--- src/include/motor_consts.svh ---
//============================================================
// Motor speed controller constants
// Window and PWM period assume one clk per count
// MC_WINDOW and MC_PWM_PERIOD need not be powers of two
//============================================================
`ifndef MOTOR_CONSTS_SVH
`define MOTOR_CONSTS_SVH

// Speed measurement
`define MC_WINDOW        256   // Sample window, clk cycles
`define MC_SPEED_W       10    // Signed steps per window

// Control law
`define MC_TARGET_SPEED  16    // Setpoint magnitude, steps per window
`define MC_GAIN_SHIFT    4     // Right shift after gain multiply
`define MC_GAIN_W        8     // Gain from switches

// PWM output
`define MC_PWM_PERIOD    256   // PWM period, clk cycles
`define MC_DUTY_MAX      255   // Clamp for duty
`define MC_DUTY_W        8

// Display
`define MC_SEG_W         7     // Active low, {g,f,e,d,c,b,a}

`endif
--- src/hw/motor_pkg.sv ---
//============================================================
// Shared types for the motor speed controller
// Widths come from motor_consts.svh
// Segment patterns are active low, bit 6 is segment g
//============================================================
`include "motor_consts.svh"

package motor_pkg;

  typedef logic signed [`MC_SPEED_W-1:0] speed_t;  // Steps per window
  typedef logic [`MC_GAIN_W-1:0]         gain_t;   // Unsigned P gain
  typedef logic [`MC_DUTY_W-1:0]         duty_t;   // High cycles per period
  typedef logic [`MC_SEG_W-1:0]          seg_t;    // Active low digit

  // Values match the H-bridge input pair directly
  typedef enum logic [1:0] {
    DRIVE_BRAKE = 2'b00,  // Both low, motor coasts/brakes
    DRIVE_FWD   = 2'b10,
    DRIVE_REV   = 2'b01
  } drive_dir_e;

  //==========================================================
  // Hex digit decode
  //==========================================================
  function automatic seg_t hex_to_seg(input logic [3:0] value);
    seg_t seg;
    case (value)
      4'h0: seg = 7'b1000000;
      4'h1: seg = 7'b1111001;
      4'h2: seg = 7'b0100100;
      4'h3: seg = 7'b0110000;
      4'h4: seg = 7'b0011001;
      4'h5: seg = 7'b0010010;
      4'h6: seg = 7'b0000010;
      4'h7: seg = 7'b1111000;
      4'h8: seg = 7'b0000000;
      4'h9: seg = 7'b0010000;
      4'ha: seg = 7'b0001000;
      4'hb: seg = 7'b0000011;  // Lower case b
      4'hc: seg = 7'b1000110;
      4'hd: seg = 7'b0100001;  // Lower case d
      4'he: seg = 7'b0000110;
      default: seg = 7'b0001110;  // F
    endcase
    return seg;
  endfunction

endpackage

--- src/hw/motor_board_top.sv ---
//============================================================
// Motor speed controller board top level
// Buttons are active low, segments and DPs active low
// Encoder and bridge are plain pins, no GPIO tri-states
// button[2] and sw[1] are not used
//============================================================
`timescale 1ns/1ps

module motor_board_top import motor_pkg::*; (
  input  logic       clk,
  input  logic       rst_n,
  input  logic [2:0] button,     // Push buttons, active low
  input  logic [9:0] sw,         // Toggle switches
  input  logic       enc_a,      // Encoder channel A
  input  logic       enc_b,      // Encoder channel B
  output seg_t       hex0_d,     // Enable indicator digit
  output logic       hex0_dp,
  output seg_t       hex1_d,     // Gain low nibble
  output logic       hex1_dp,
  output seg_t       hex2_d,     // Gain high nibble
  output logic       hex2_dp,
  output seg_t       hex3_d,     // Unused digit
  output logic       hex3_dp,
  output logic [9:0] ledg,       // Green LEDs
  output logic [1:0] motor_in,   // H-bridge direction pair
  output logic       motor_en    // H-bridge enable, PWM
);

  //==========================================================
  // Internal signals
  //==========================================================
  logic       up, down;        // Pressed buttons, active high
  logic       enable;          // Motor enable switch
  gain_t      gain;            // Gain from switches
  logic       step;            // Decoder step pulse
  logic       step_dir;
  speed_t     speed;           // Measured speed
  logic       speed_valid;
  drive_dir_e motor_dir;       // Controller direction output

  //==========================================================
  // Inputs
  //==========================================================
  assign up     = ~button[0];  // Forward request
  assign down   = ~button[1];  // Reverse request
  assign enable = sw[0];
  assign gain   = sw[9:2];

  //==========================================================
  // Display
  //==========================================================
  assign ledg[1:0] = {down, up};  // Pressed buttons
  assign ledg[9:2] = gain;        // Gain in binary

  // All segments lit when enabled, only the DP when disabled
  assign hex0_d  = {$bits(seg_t){~enable}};
  assign hex0_dp = enable;

  assign hex1_d  = hex_to_seg(gain[3:0]);
  assign hex2_d  = hex_to_seg(gain[7:4]);
  assign hex3_d  = '1;       // Dark
  assign hex1_dp = 1'b1;
  assign hex2_dp = 1'b1;
  assign hex3_dp = 1'b1;

  //==========================================================
  // Encoder to bridge chain
  //==========================================================
  quad_decoder quad_decoder_i (
    .clk      (clk),
    .rst_n    (rst_n),
    .enc_a    (enc_a),
    .enc_b    (enc_b),
    .step     (step),
    .step_dir (step_dir)
  );

  speed_meter speed_meter_i (
    .clk         (clk),
    .rst_n       (rst_n),
    .step        (step),
    .step_dir    (step_dir),
    .speed       (speed),
    .speed_valid (speed_valid)
  );

  motor_control motor_control_i (
    .clk          (clk),
    .rst_n        (rst_n),
    .up           (up),
    .down         (down),
    .motor_enable (enable),
    .gain         (gain),
    .speed        (speed),
    .speed_valid  (speed_valid),
    .motor_in     (motor_dir),
    .motor_en     (motor_en)
  );

  assign motor_in = motor_dir;  // Enum encodes the pin pair

endmodule

--- src/hw/motor_control.sv ---
//============================================================
// Proportional speed controller with PWM output
// Duty and direction update one clk after speed_valid
// No integral or derivative term, no fault handling
// Bridge must accept motor_in/motor_en every cycle
//============================================================
`timescale 1ns/1ps
`include "motor_consts.svh"

module motor_control import motor_pkg::*; (
  input  logic       clk,
  input  logic       rst_n,
  input  logic       up,            // Request forward setpoint
  input  logic       down,          // Request reverse setpoint
  input  logic       motor_enable,  // Enable switch
  input  gain_t      gain,          // Proportional gain
  input  speed_t     speed,         // Measured speed
  input  logic       speed_valid,   // New measurement this cycle
  output drive_dir_e motor_in,      // H-bridge direction pair
  output logic       motor_en       // H-bridge PWM enable
);

  localparam int ERR_W  = `MC_SPEED_W + 1;              // setpoint - speed
  localparam int PROD_W = ERR_W + $bits(gain_t) + 1;    // Signed product
  localparam int PWM_W  = $clog2(`MC_PWM_PERIOD);

  speed_t                    setpoint;
  logic signed [ERR_W-1:0]   err;
  logic signed [PROD_W-1:0]  prod;
  logic signed [PROD_W-1:0]  drive;   // Scaled error
  logic [PROD_W-1:0]         mag;     // |drive|
  duty_t                     duty_next;
  drive_dir_e                dir_next;
  duty_t                     duty;    // Held between updates
  drive_dir_e                dir;
  logic [PWM_W-1:0]          pwm_cnt;

  //==========================================================
  // Proportional law
  //==========================================================
  always_comb begin
    if (up && !down)
      setpoint = speed_t'(`MC_TARGET_SPEED);
    else if (down && !up)
      setpoint = speed_t'(-`MC_TARGET_SPEED);
    else
      setpoint = '0;  // None or both buttons
  end

  assign err   = ERR_W'(setpoint) - ERR_W'(speed);                // Sign extended
  assign prod  = PROD_W'(err) * PROD_W'($signed({1'b0, gain}));   // Gain as positive
  assign drive = prod >>> `MC_GAIN_SHIFT;                         // Rounds toward -inf

  assign mag = drive[PROD_W-1] ? $unsigned(-drive) : $unsigned(drive);

  // Clamp magnitude to the duty range
  assign duty_next = (mag > PROD_W'(`MC_DUTY_MAX)) ? duty_t'(`MC_DUTY_MAX)
                                                  : duty_t'(mag);

  always_comb begin
    if (drive == '0)
      dir_next = DRIVE_BRAKE;
    else if (drive[PROD_W-1])
      dir_next = DRIVE_REV;
    else
      dir_next = DRIVE_FWD;
  end

  // Update only on a fresh measurement
  always_ff @(posedge clk or negedge rst_n) begin
    if (!rst_n) begin
      duty <= '0;
      dir  <= DRIVE_BRAKE;
    end else if (speed_valid) begin
      duty <= duty_next;
      dir  <= dir_next;
    end
  end

  //==========================================================
  // PWM generation
  //==========================================================
  always_ff @(posedge clk or negedge rst_n) begin
    if (!rst_n)
      pwm_cnt <= '0;
    else if (pwm_cnt == PWM_W'(`MC_PWM_PERIOD - 1))
      pwm_cnt <= '0;  // Wrap at period end
    else
      pwm_cnt <= pwm_cnt + 1'b1;
  end

  // duty high cycles in every period
  assign motor_en = motor_enable && (pwm_cnt < duty);
  assign motor_in = motor_enable ? dir : DRIVE_BRAKE;

  // Zero drive clamps to zero duty, so brake never sees a pulse
  en_not_brake_a : assert property (
    @(posedge clk) disable iff (!rst_n)
    motor_en |-> (motor_in != DRIVE_BRAKE)
  ) else $error("motor_control: PWM enable active while braking");

endmodule

--- src/hw/speed_meter.sv ---
//============================================================
// Encoder speed meter
// Counts signed steps over each MC_WINDOW-cycle window
// speed updates at window end, speed_valid pulses once
// First window after reset starts on the first clk
//============================================================
`timescale 1ns/1ps
`include "motor_consts.svh"

module speed_meter import motor_pkg::*; (
  input  logic   clk,
  input  logic   rst_n,
  input  logic   step,         // From quad_decoder
  input  logic   step_dir,     // 1 = forward
  output speed_t speed,        // Steps in last full window
  output logic   speed_valid   // Pulse when speed is updated
);

  localparam int WIN_W = $clog2(`MC_WINDOW);

  logic [WIN_W-1:0] win_cnt;   // Position inside window
  logic             win_last;  // Last cycle of window
  speed_t           acc;       // Running step count
  speed_t           delta;     // Contribution of this cycle

  assign win_last = (win_cnt == WIN_W'(`MC_WINDOW - 1));

  always_comb begin
    if (!step)
      delta = '0;
    else if (step_dir)
      delta = speed_t'(1);
    else
      delta = speed_t'(-1);
  end

  //==========================================================
  // Window counter and accumulator
  //==========================================================
  always_ff @(posedge clk or negedge rst_n) begin
    if (!rst_n) begin
      win_cnt     <= '0;
      acc         <= '0;
      speed       <= '0;
      speed_valid <= 1'b0;
    end else begin
      speed_valid <= win_last;
      if (win_last) begin
        win_cnt <= '0;
        speed   <= acc;    // Publish, this cycle's step not included
        acc     <= delta;  // ...it opens the next window instead
      end else begin
        win_cnt <= win_cnt + 1'b1;
        acc     <= acc + delta;
      end
    end
  end

  // At most one step per cycle, so count stays within a window
  acc_range_a : assert property (
    @(posedge clk) disable iff (!rst_n)
    (acc <= speed_t'(`MC_WINDOW)) && (acc >= speed_t'(-`MC_WINDOW))
  ) else $error("speed_meter: step accumulator out of range");

endmodule

--- src/hw/quad_decoder.sv ---
//============================================================
// Quadrature encoder decoder
// enc_a/enc_b are asynchronous, two-flop synchronized
// Step pulse trails a pin change by 3 clk cycles
// Double-bit changes give no step and fire an assertion
//============================================================
`timescale 1ns/1ps

module quad_decoder (
  input  logic clk,
  input  logic rst_n,
  input  logic enc_a,     // Encoder channel A, async
  input  logic enc_b,     // Encoder channel B, async
  output logic step,      // One-cycle pulse per legal edge
  output logic step_dir   // 1 = forward
);

  logic a_meta, b_meta;   // First sync stage
  logic a_sync, b_sync;   // Second sync stage
  logic a_prev, b_prev;   // Last decoded pair
  logic [1:0] pos_cur;    // Position in the 4-state cycle
  logic [1:0] pos_prev;
  logic [1:0] pos_diff;

  //==========================================================
  // Synchronizer
  //==========================================================
  always_ff @(posedge clk or negedge rst_n) begin
    if (!rst_n) begin
      a_meta <= 1'b0;
      b_meta <= 1'b0;
      a_sync <= 1'b0;
      b_sync <= 1'b0;
    end else begin
      a_meta <= enc_a;
      b_meta <= enc_b;
      a_sync <= a_meta;
      b_sync <= b_meta;
    end
  end

  // Forward order 00,10,11,01 maps to positions 0..3
  assign pos_cur  = {b_sync, a_sync ^ b_sync};
  assign pos_prev = {b_prev, a_prev ^ b_prev};
  assign pos_diff = pos_cur - pos_prev;  // 1 fwd, 3 rev, 2 illegal

  //==========================================================
  // Edge decode
  //==========================================================
  always_ff @(posedge clk or negedge rst_n) begin
    if (!rst_n) begin
      a_prev   <= 1'b0;
      b_prev   <= 1'b0;
      step     <= 1'b0;
      step_dir <= 1'b0;
    end else begin
      a_prev   <= a_sync;
      b_prev   <= b_sync;
      step     <= (pos_diff == 2'd1) || (pos_diff == 2'd3);
      step_dir <= (pos_diff == 2'd1);  // Only meaningful with step
    end
  end

  // Encoder must never move both channels between two samples
  double_change_a : assert property (
    @(posedge clk) disable iff (!rst_n)
    !((a_sync != a_prev) && (b_sync != b_prev))
  ) else $error("quad_decoder: illegal double-bit encoder transition");

endmodule

--- config.mk ---
export PLATFORM = sky130hd
export DESIGN_NAME = motor_board_top
export DESIGN_NICKNAME = d
export VERILOG_FILES = /design/src/hw/motor_pkg.sv /design/src/hw/motor_board_top.sv /design/src/hw/motor_control.sv /design/src/hw/speed_meter.sv /design/src/hw/quad_decoder.sv
export VERILOG_INCLUDE_DIRS = /design/src /design/src/include
export SDC_FILE = /design/constraint.sdc
export NUM_CORES = 1
export LEC_CHECK = 0
export BUFFER_PORTS_ARGS = -buffer_cell sky130_fd_sc_hd__buf_2
export CAP_MARGIN = 10
export CORE_UTILIZATION = 35
export DETAILED_ROUTE_END_ITERATION = 8
export HOLD_SLACK_MARGIN = 0.06
export PLACE_DENSITY = 0.47
export SLEW_MARGIN = 10
export SYNTH_ARGS = -nofsm -noshare
export SYNTH_HDL_FRONTEND = slang
export SYNTH_SLANG_ARGS = --single-unit
--- constraint.sdc ---
create_clock -name clk -period 7.61 [get_ports clk]
set_input_delay 0.761 -clock clk [delete_from_list [all_inputs] [get_ports clk]]
set_output_delay 0.761 -clock clk [all_outputs]
set_load 0.01 [all_outputs]
==> metrics.md, run 1 <==
| Metric | Value |
|---|---|
| Die ar. | 21900 um^2 |
| Net Sw Power | 1.74 mW |
| DR WL/cell | 12.8 um |
| Post-synthesis mux area share | 0.0274 |
| Ports | 62 |
| Yosys top cell area share | 0.188 |
| RePlAce Congestion | 0.814 |
| Number of distinct library cells after synthesis | 68 |
| Async SR Flop Fraction | 1.00 |
| Hold-fix buffers at CTS | 0 |
| Grt total ovfl | 0 |
| Crit path launch | button[1] |
| Mapped Area | 7450 um^2 |
| DR vias/cell | 4.72 |
| PD cells | 430 nW/um^2 |
| Critical path class | input port to register |
| Final Setup Violations | 0 |
| Yosys top cell by area | fa_1 |
| CTS H-tree depth | 2 |
| Reg power frac | 0.093 |
| Req. time, crit path | 7.77 ns |
| Top-count cell post-synth | inv_1 |
| Crit-path max cell delay | 0.58 ns |
| Post-synthesis sequential area ratio | 0.185 |
| Design area | 8780 um^2 |
| # diodes | 0 |
| Predominant post-synthesis flop cell | dfrtp_1 |
| Post-Place Setup Slack | -0.256 ns |
| Cell-internal power | 2.04 mW |
| Total GRT Usage | 0.150 |
| Post-DP HPWL | 12400 um |
| Type of the worst min-delay path | register to register |
| Simple-Gate Fraction of Synth Area | 0.170 |
| Global-route wire length before repair | 26800 um |
| Initial core utilization | 0.362 |
| CTS tree | done |
| Crit-path slowest cell | fa_1 |
| Nets | 1108 |
| DRC Markers | 0 |
| Clock power share | 0.059 |
| DRT Pass-1 Iters | 4 |
| Post-layout min period | 7.23 ns |
| RSZ-0062 raised after global routing | no |
| Post-Syn Instances | 844 |
| Antenna violations before repair | 0 |
| Fmax | 138 MHz |
| Kind of end point of the critical path | register |
| Gate power share | 0.848 |
| Final wirelength | 15600 um |
| Vias in the first global route | 5498 |
| Initial DRC Count | 173 |
| Synth cell count leaders | 132 x inv_1, 77 x ha_1, 71 x nand2_1 |
| Layout cells sized above 1 | 0.217 |
| Final WS setup | 0.382 ns |
| Port Buf Inserts | 49 |
| Slew Viols, Final | 0 |
| Clock Sinks | 55 |
| Clk slew on worst S/H paths | 0.07 ns |
| Crit path DAT | 7.39 ns |
| Adder and majority gate portion of the synthesized area | 0.318 |
| Max cap viols | 0 |
| Worst R2R Start | speed_meter_i.speed[0] |
| Post-Route Skew | 0.00568 ns |
| Hold_sp | quad_decoder_i.b_meta |
| Synth Area in XOR/XNOR | 0.0736 |
| Max Fanout on Critical Path | 8 |
| Die height | 148 um |
| Area post-placement | 8340 um^2 |
| Core Area | 20600 um^2 |
| Area growth, synth to finish | 18.0% |
| Largest buffer count on any clock path | 2 |
| DIE WIDTH | 148 um |
| Mapped Avg Cell Area | 8.82 um^2 |
| Final Total Pwr | 3.77 mW |
| Flops & latches, synth | 55 |
| Final Hold Viols | 0 |
| VDD IR max | 0.260 mV |
| Compound-Gate Fraction of Synth Area | 0.120 |
| Via count | 5739 |
| Synth Warn # | 0 |
| Switching share of power | 0.461 |
| Setup total negative slack | 0 ns |
| Fill count | 2144 |
| Top cells by area, synth | fa_1 19%, dfrtp_1 18%, ha_1 13% |
| Period utilization | 0.950 |
| Root Buffer | clkbuf_16 |
| Worst skew pair latency | 0.29 ns |
| TritonCTS buffer count | 5 |
| Main combinational cell family by area after synthesis | adder cells |
| Row count | 52 |
| Pleak | 4.41 nW |
| CP Launch Type | input port |
| Post-synth EDFFs | 0 |
| Slew margin rel. | 0.517 |
| Largest net degree at the start of global routing | 56 |
| Final ANT Viol Nets | 0 |
| Worst-margin pin slew | 0.725 ns |
| Run status | finished clean |
-- final timing paths --
check	to	slack, ns	depth (start not counted)
worst min-delay path	quad_decoder_i.b_sync	0.35	0
worst max register to register	motor_control_i.duty[4]	0.69	31
worst max-delay path	motor_control_i.duty[4]	0.38	34
max in group asynchronous	motor_control_i.pwm_cnt[5]	6.52	2
worst min register to register	quad_decoder_i.b_sync	0.35	0
min in group asynchronous	quad_decoder_i.a_meta	0.59	2
-- power by group through the flow --
stage	logic (mW)	registers (mW)	clock network [mW]
finish	3.20	0.350	0.223
global route	3.56	0.355	0.245
CTS	2.86	0.351	0.231
detailed placement	2.84	0.357	0
global placement	2.85	0.357	0
floorplan	1.80	0.349	0
-- layout make-up --
| type | count | area [um^2] | share of cell area |
|---|---|---|---|
| flip-flops and latches | 55 | 1380 | 0.157 |
| inverters | 132 | 495 | 0.0564 |
| clock buffers | 7 | 133 | 0.0151 |
| well taps | 270 | 338 | 0.0385 |
| repair buffers | 135 | 896 | 0.102 |
| multi-input cells | 615 | 5540 | 0.631 |
| clock inverters | 1 | 5.00 | 0.000570 |
-- critical path: cells and delay by family --
kind	cells	cell delay [ns]
compound gates	10	1.56
fa+ha+maj	7	2.97
xor+xnor	1	0.15
buf+inv	10	0.87
simple gates	6	1.07
-- cells in the final DEF, fill, tap and decap left out, types with 7 or more instances in the layout --
cell type	count
a21oi_1	32
mux2i_1	8
nor3_1	7
mux2_2	9
dfrtp_1	55
conb_1	10
nor2_1	52
a41oi_1	7
nor2b_1	13
buf_2	50
nand3_1	12
o21ai_0	35
xnor2_1	32
ha_1	72
inv_1	128
nand2_1	70
buf_4	83
and3_1	8
a21o_1	8
nand2b_1	8
and2_1	45
fa_1	68
xor2_1	20
-- cells by family after synthesis --
kind of cell,after synthesis
compound gates,134
buf+inv,183
flops,55
simple gates,246
mux,18
xor+xnor,60
fa+ha+maj,147
other cells,1
-- state kept, by name, indices dropped and copies added, names as in the netlist --
| signal | cells |
|---|---|
| quad_decoder_i.a_prev | 1 |
| quad_decoder_i.a_sync | 1 |
| motor_control_i.dir | 2 |
| speed_meter_i.speed | 10 |
| speed_meter_i.speed_valid | 1 |
| quad_decoder_i.b_meta | 1 |
| motor_control_i.duty | 8 |
| speed_meter_i.acc | 10 |
| speed_meter_i.win_cnt | 8 |
| quad_decoder_i.a_meta | 1 |
| quad_decoder_i.b_sync | 1 |
| motor_control_i.pwm_cnt | 8 |
| quad_decoder_i.step | 1 |
| quad_decoder_i.b_prev | 1 |
| quad_decoder_i.step_dir | 1 |
-- stage by stage --
stage / util / cells / hold slack (ns)
floorplan: - / 853 / 0.331
CTS: 0.412 / 1205 / 0.354
global placement: 0.406 / 1197 / 0.333
global route: 0.427 / 1215 / 0.356
finish: 0.427 / 1215 / 0.350
detailed placement: 0.406 / 1197 / 0.338
-- per-layer routing --
metal / vias to the layer above / routed length (um) / share of wire / GRT usage
met1: 2776 / 8040 / 0.52 / 0.225
met3: 7 / 310 / 0.020 / 0.0148
li1: 2905 / - / - / -
met5: - / 0 / 0 / 0
met4: 0 / 68 / 0.0044 / 0.0170
met2: 51 / 7130 / 0.46 / 0.240
-- what timing repair did --
item                                    4_1_cts  5_1_grt
endpoints found under the setup margin        0        9
gates resized for setup                       0       44
setup buffers                                 0        9
Note: power is estimated with default switching activity, not from simulation.
==> run 2: changes to the inputs <==
--- a/config.mk
+++ b/config.mk
@@ -12,6 +12,7 @@
 export DETAILED_ROUTE_END_ITERATION = 8
 export HOLD_SLACK_MARGIN = 0.06
 export PLACE_DENSITY = 0.47
+export RECOVER_POWER = 25
 export SLEW_MARGIN = 10
 export SYNTH_ARGS = -nofsm -noshare
 export SYNTH_HDL_FRONTEND = slang
==> run 2 against run 1 <==
  * The flow now finishes with violations (capacitance limit, slew limit)
  * Clock skew hardly changed
  * Clock power about the same
  * Sequential power about the same
==> metrics.md, run 2 (synthesized netlist as in run 1, its figures left out) <==
| Metric | Value |
|---|---|
| Global-route wire length before repair | 26800 um (unchanged) |
| Clk slew on worst S/H paths | 0.07 ns (about the same) |
| Req. time, crit path | 7.77 ns (about the same) |
| Die ar. | 21900 um^2 (unchanged) |
| VDD IR max | 0.260 mV (about the same) |
| Pleak | 4.41 nW (about the same) |
| Final Total Pwr | 3.77 mW (about the same) |
| Cell-internal power | 2.04 mW (about the same) |
| Critical path class | input port to register (unchanged) |
| DRT Pass-1 Iters | 4 (unchanged) |
| CTS H-tree depth | 2 (unchanged) |
| Final Core Density | 0.427 (about the same) |
| Biggest regs | speed_meter_i.acc (10), speed_meter_i.speed (10) (unchanged) |
| Worst-margin pin slew | 3.03 ns (was 0.725 ns) |
| Net Sw Power | 1.74 mW (about the same) |
| Commonest non-fill, non-tap cell in the layout | inv_1 (unchanged) |
| Max cap viols | 1 (was 0) |
| Via count | 5736 (was 5739) |
| Crit-path slowest cell | fa_1 (unchanged) |
| Slew margin rel. | -1.02 (was 0.517) |
| Root Buffer | clkbuf_16 (unchanged) |
| Post-layout min period | 7.23 ns (about the same) |
| PD cells | 430 nW/um^2 (about the same) |
| Largest buffer count on any clock path | 2 (unchanged) |
| Final Hold Viols | 0 (unchanged) |
| Total GRT Usage | 0.150 (unchanged) |
| Max Fanout on Critical Path | 8 (unchanged) |
| Post-Route Skew | 0.00569 ns (was 0.00568 ns) |
| # diodes | 0 (unchanged) |
| Nets | 1108 (unchanged) |
| RePlAce Congestion | 0.814 (unchanged) |
| Die height | 148 um (unchanged) |
| Switching share of power | 0.461 (about the same) |
| Area growth, synth to finish | 17.9% (was 18.0%) |
| Worst skew pair latency | 0.29 ns (about the same) |
| Clock power share | 0.059 (about the same) |
| Vias in the first global route | 5498 (unchanged) |
| Clock Sinks | 55 (unchanged) |
| Grt total ovfl | 0 (unchanged) |
| Post-DP HPWL | 12400 um (unchanged) |
| Kind of end point of the critical path | register (unchanged) |
| Crit-path max cell delay | 0.58 ns (about the same) |
| Finished Layout Cells | 1215 (unchanged) |
| DRC Markers | 0 (unchanged) |
| Slew Viols, Final | 56 (was 0) |
| Antenna violations before repair | 0 (unchanged) |
| Type of the worst min-delay path | register to register (unchanged) |
| Row count | 52 (unchanged) |
| Final ANT Viol Nets | 0 (unchanged) |
| DR WL/cell | 12.8 um (about the same) |
| Crit path DAT | 7.39 ns (about the same) |
| TritonCTS buffer count | 5 (unchanged) |
| Ports | 62 (unchanged) |
| Layout cells sized above 1 | 0.216 (was 0.217) |
| Inst Count DP | 1197 (unchanged) |
| Period utilization | 0.950 (about the same) |
| Initial core utilization | 0.362 (unchanged) |
| RSZ-0062 raised after global routing | no (unchanged) |
| Fmax | 138 MHz (about the same) |
| Hold-fix buffers at CTS | 0 (unchanged) |
| CP Launch Type | input port (unchanged) |
| Core Area | 20600 um^2 (unchanged) |
| Gate power share | 0.848 (about the same) |
| Largest net degree at the start of global routing | 56 (unchanged) |
| Port Buf Inserts | 49 (unchanged) |
| Final Setup Violations | 0 (unchanged) |
| Reg power frac | 0.093 (about the same) |
| DIE WIDTH | 148 um (unchanged) |
| Setup total negative slack | 0 ns (unchanged) |
| Initial DRC Count | 173 (unchanged) |
| Violated checks | capacitance limit, slew limit |
| Most frequent cells in the layout | 128 x inv_1, 82 x buf_4, 72 x ha_1 (was 128 x inv_1, 83 x buf_4, 72 x ha_1) |
| Run status | finished, violations left (was finished clean) |
| Fill count | 2144 (unchanged) |
| CTS tree | done (unchanged) |
| DR vias/cell | 4.72 (about the same) |
| Final wirelength | 15600 um (about the same) |
==> run 2: worst paths after layout <==
path	slack, ns	end	from	cells past startpoint
hold / removal	0.35	quad_decoder_i.b_sync	quad_decoder_i.b_meta	0
hold reg to reg	0.35	quad_decoder_i.b_sync	quad_decoder_i.b_meta	0
setup reg to reg	0.69	motor_control_i.duty[4]	speed_meter_i.speed[0]	31
min in group asynchronous	1.54	quad_decoder_i.a_meta	rst_n	2
setup / recovery	0.38	motor_control_i.duty[4]	button[1]	34
max in group asynchronous	4.34	motor_control_i.pwm_cnt[5]	rst_n	2
==> run 2: routing by layer <==
| metal | routed length, um | vias up | track usage |
|---|---|---|---|
| li1 | - | 2905 | - |
| met1 | 8040 | 2773 | 0.225 |
| met2 | 7130 | 51 | 0.240 |
| met3 | 310 | 7 | 0.0148 |
| met4 | 68 | 0 | 0.0170 |
| met5 | 0 | - | 0 |
==> run 2: area by class of cell <==
class                   instances  area, um^2  area share
inverters                     132         495      0.0564
clock inverters                 1        5.00    0.000570
multi-input cells             615        5540       0.631
repair buffers                135         892       0.102
well taps                     270         338      0.0385
flip-flops and latches         55        1380       0.157
clock buffers                   7         133      0.0151
==> run 2: power groups by stage <==
stage,combinational [mW],sequential [mW],clock (mW)
3_3_place_gp,2.85,0.357,0
2_1_floorplan,1.80,0.349,0
5_1_grt,3.56,0.355,0.245
4_1_cts,2.86,0.351,0.231
3_5_place_dp,2.84,0.357,0
6_report,3.20,0.350,0.223
==> run 2: timing repair <==
action,in CTS,in global routing
setup endpoints to repair,0,9
gates resized for setup,0,44
setup buffers,0,9
==> run 2: stage by stage <==
stage	setup WS, ns	instance area, um^2	hold slack (ns)
after floorplan	0.0138	7480	0.331
after global placement	-0.248	8340	0.333
after detailed placement	-0.256	8340	0.338
after CTS	0.00743	8480	0.354
after global routing	0.0133	8780	0.356
final	0.382	8780	0.350
==> run 2: critical path: cells and delay by family <==
family | cells | cell delay (ns)
AO/OA/AOI/OAI | 10 | 1.56
adder cells (fa/ha/maj) | 7 | 2.97
XOR/XNOR | 1 | 0.15
AND/OR/NAND/NOR | 6 | 1.07
buffers and inverters | 10 | 0.87
==> run 3: changes to the inputs <==
--- a/config.mk
+++ b/config.mk
@@ -16,4 +16,5 @@
 export SLEW_MARGIN = 10
 export SYNTH_ARGS = -nofsm -noshare
 export SYNTH_HDL_FRONTEND = slang
+export SYNTH_HIERARCHICAL = 1
 export SYNTH_SLANG_ARGS = --single-unit
==> run 3 against run 2 <==
  * The run still ends with capacitance limit, slew limit left
  * Setup slack got worse by 0.061 ns
  * Clock skew is 0.0016 ns higher
  * Sequential share of layout area decreased by 0.19 points
  * Combinational power fell by 18%
  * Area after synthesis up 3.8%
  * Cell area increased by 1.2%
  * Critical path type unchanged
  * Largest power group unchanged
==> metrics.md, run 3 <==
| Metric | Value |
|---|---|
| Worst R2R Start | speed_meter_i/speed[1] (was speed_meter_i.speed[0]) |
| Antenna violations before repair | 0 (unchanged) |
| DR vias/cell | 4.77 (was 4.72) |
| Nets | 1151 (was 1108) |
| Fill count | 2257 (was 2144) |
| Slew margin rel. | -0.992 (was -1.02) |
| Yosys top cell by area | fa_1 (unchanged) |
| Hold-fix buffers at CTS | 0 (unchanged) |
| Reg2Reg Setup Slack | 0.76 ns (was 0.69 ns) |
| Crit-path slowest cell | fa_1 (unchanged) |
| Kind of end point of the critical path | register (unchanged) |
| Largest buffer count on any clock path | 2 (unchanged) |
| Inst Count DP | 1259 (was 1197) |
| Post-DP HPWL | 12800 um (was 12400 um) |
| Top cells by area, synth | fa_1 18%, dfrtp_1 18%, ha_1 12% (was fa_1 19%, dfrtp_1 18%, ha_1 13%) |
| Most frequent cells in the layout | 135 x inv_1, 105 x nand2_1, 77 x buf_4 (was 128 x inv_1, 82 x buf_4, 72 x ha_1) |
| Yosys top cell area share | 0.179 (was 0.188) |
| Mapped Avg Cell Area | 8.54 um^2 (was 8.82 um^2) |
| FF+latch area | 1380 um^2 (unchanged) |
| Req. time, crit path | 7.79 ns (was 7.77 ns) |
| Final ANT Viol Nets | 0 (unchanged) |
| Reg2reg end | motor_control_i/duty[0] (was motor_control_i.duty[4]) |
| Post-layout min period | 7.29 ns (was 7.23 ns) |
| Slew Viols, Final | 56 (unchanged) |
| Vias in the first global route | 5947 (was 5498) |
| Worst skew pair latency | 0.30 ns (was 0.29 ns) |
| Worst-case reg-to-reg path depth | 25 (was 31) |
| Clk slew on worst S/H paths | 0.07 ns (about the same) |
| DRT Pass-1 Iters | 4 (unchanged) |
| Via count | 6058 (was 5736) |
| Core Area | 21800 um^2 (was 20600 um^2) |
| RSZ-0062 raised after global routing | no (unchanged) |
| Commonest non-fill, non-tap cell in the layout | inv_1 (unchanged) |
| Max cap viols | 1 (unchanged) |
| DRC Markers | 0 (unchanged) |
| CP Launch Type | input port (unchanged) |
| Global-route wire length before repair | 28100 um (was 26800 um) |
| Die ar. | 22700 um^2 (was 21900 um^2) |
| Worst hold slack | 0.353 ns (was 0.350 ns) |
| Finished Layout Cells | 1269 (was 1215) |
| Post-Syn Instances | 905 (was 844) |
| Async SR Flop Fraction | 1.00 (unchanged) |
| Met3 usage | 0.0115 (was 0.0148) |
| Area growth, synth to finish | 14.9% (was 17.9%) |
| CTS tree | done (unchanged) |
| Setup crit end | motor_control_i/duty[0] (was motor_control_i.duty[4]) |
| Synth cell count leaders | 135 x inv_1, 105 x nand2_1, 77 x ha_1 (was 132 x inv_1, 77 x ha_1, 71 x nand2_1) |
| Post-Route Skew | 0.00730 ns (was 0.00569 ns) |
| CTS H-tree depth | 2 (unchanged) |
| Layout cells sized above 1 | 0.173 (was 0.216) |
| Root Buffer | clkbuf_16 (unchanged) |
| Synth Warn # | 6 (was 0) |
| Top-count cell post-synth | inv_1 (unchanged) |
| Final Setup Violations | 0 (unchanged) |
| Die height | 151 um (was 148 um) |
| Area occupied by multi-input gates | 5650 um^2 (was 5540 um^2) |
| Worst-margin pin slew | 2.99 ns (was 3.03 ns) |
| Final wirelength | 16200 um (was 15600 um) |
| Port Buf Inserts | 49 (unchanged) |
| Pleak | 4.48 nW (was 4.41 nW) |
| Setup total negative slack | 0 ns (unchanged) |
| Total GRT Usage | 0.152 (was 0.150) |
| Final Core Density | 0.408 (was 0.427) |
| Post-Place Setup Slack | -0.209 ns (was -0.256 ns) |
| Clock Sinks | 55 (unchanged) |
| TritonCTS buffer count | 5 (unchanged) |
| M1 GR Usage | 0.207 (was 0.225) |
| Final Hold Viols | 0 (unchanged) |
| GR peak layer | met2 (unchanged) |
| # diodes | 0 (unchanged) |
| DIE WIDTH | 151 um (was 148 um) |
| Biggest regs | speed_meter_i/acc (10), speed_meter_i/speed (10) (was speed_meter_i.acc (10), speed_meter_i.speed (10)) |
| VDD IR max | 0.182 mV (was 0.260 mV) |
| Period utilization | 0.958 (was 0.950) |
| Post-synthesis sequential area ratio | 0.178 (was 0.185) |
| CP dominant cell by count | inv_1 |
| Final WS setup | 0.321 ns (was 0.382 ns) |
| Predominant post-synthesis flop cell | dfrtp_1 (unchanged) |
| Met2 Usage GRT | 0.263 (was 0.240) |
| RePlAce Congestion | 0.775 (was 0.814) |
| Largest net degree at the start of global routing | 56 (unchanged) |
| Crit path launch | button[0] (was button[1]) |
| Max Fanout on Critical Path | 8 (unchanged) |
| Violated checks | capacitance limit, slew limit (unchanged) |
| Critical path class | input port to register (unchanged) |
| Ports | 62 (unchanged) |
| Crit path DAT | 7.47 ns (was 7.39 ns) |
| Initial core utilization | 0.355 (was 0.362) |
| Post-synth EDFFs | 0 (unchanged) |
| Row count | 54 (was 52) |
| Grt total ovfl | 0 (unchanged) |
| DR WL/cell | 12.8 um (about the same) |
| PD cells | 366 nW/um^2 (was 430 nW/um^2) |
| Number of distinct library cells after synthesis | 74 (was 68) |
| Crit-path max cell delay | 0.57 ns (was 0.58 ns) |
| Mapped Area | 7730 um^2 (was 7450 um^2) |
| Type of the worst min-delay path | register to register (unchanged) |
| Initial DRC Count | 179 (was 173) |
| Run status | finished, violations left (unchanged) |
| Flops & latches, synth | 55 (unchanged) |
| Fmax | 137 MHz (was 138 MHz) |
==> run 3: changes by cell type after synthesis, moves of 6 or more <==
| cell | before | now |
|---|---|---|
| and2_1 | 46 | 54 |
| a211oi_1 | 3 | 9 |
| o21ai_0 | 37 | 28 |
| mux2_2 | 9 | 2 |
| and4_1 | 1 | 7 |
| nand2_1 | 71 | 105 |
| nand3_1 | 12 | 18 |
| a41oi_1 | 8 | 1 |
==> run 3: layout make-up <==
| class | instances | area share |
|---|---|---|
| Multi-Input combinational cell | 663 | 0.635 |
| Sequential cell | 55 | 0.155 |
| Timing Repair Buffer | 128 | 0.0943 |
| Inverter | 135 | 0.0570 |
| Tap cell | 280 | 0.0394 |
| Clock buffer | 5 | 0.0141 |
| Clock inverter | 3 | 0.00493 |
==> run 3: worst min-delay path by stage <==
stage / startpoint / to / slack, ns / depth (start not counted)
floorplan: quad_decoder_i/a_meta / quad_decoder_i/a_sync / 0.33 / 0
global placement: quad_decoder_i/a_meta / quad_decoder_i/a_sync / 0.34 / 0
detailed placement: quad_decoder_i/a_meta / quad_decoder_i/a_sync / 0.34 / 0
CTS: quad_decoder_i/a_meta / quad_decoder_i/a_sync / 0.36 / 0
global route: quad_decoder_i/a_meta / quad_decoder_i/a_sync / 0.36 / 0
finish: quad_decoder_i/a_meta / quad_decoder_i/a_sync / 0.35 / 0
==> run 3: what timing repair did <==
action / CTS / global route
buffers inserted: 0 / 1
setup endpoints to repair: 0 / 8
resized for setup: 0 / 27
endpoints found under the hold margin: 0 / 0
==> run 3: cells by family after synthesis <==
group                      count (synthesis)  share of synthesized area
muxes                                     14                     0.0230
and+or+nand+nor                          298                      0.195
other                                      1                   0.000485
xor gates and xnor gates                  51                     0.0618
adders and majority gates                146                      0.303
DFF                                       55                      0.178
buffers and inverters                    197                      0.114
AOI/OAI and AO/OA                        143                      0.124
==> run 3: critical path, delay by kind of cell <==
family                   cells  cell delay, ns
AO/OA/AOI/OAI                8            1.63
XOR/XNOR                     1            0.17
adder cells (fa/ha/maj)      7            2.79
buffers and inverters       10            1.01
AND/OR/NAND/NOR              4            1.09
==> run 3: through the flow <==
stage,power [mW],cell area [um^2]
6_report,3.25,8890
5_1_grt,3.62,8890
4_1_cts,3.14,8740
3_5_place_dp,2.84,8570
3_3_place_gp,2.87,8570
2_1_floorplan,2.03,7760
==> run 3: power by group <==
group | switching [mW] | internal (mW)
Combinational | 1.33 | 1.28
Sequential | 0.0598 | 0.322
Clock | 0.107 | 0.155
==> run 3: per-layer routing <==
| metal | share of wire | up-vias |
|---|---|---|
| met4 | 0.0086 | 0 |
| met3 | 0.012 | 7 |
| met2 | 0.48 | 34 |
| met1 | 0.50 | 2930 |
| met5 | 0 | - |
| li1 | - | 3087 |
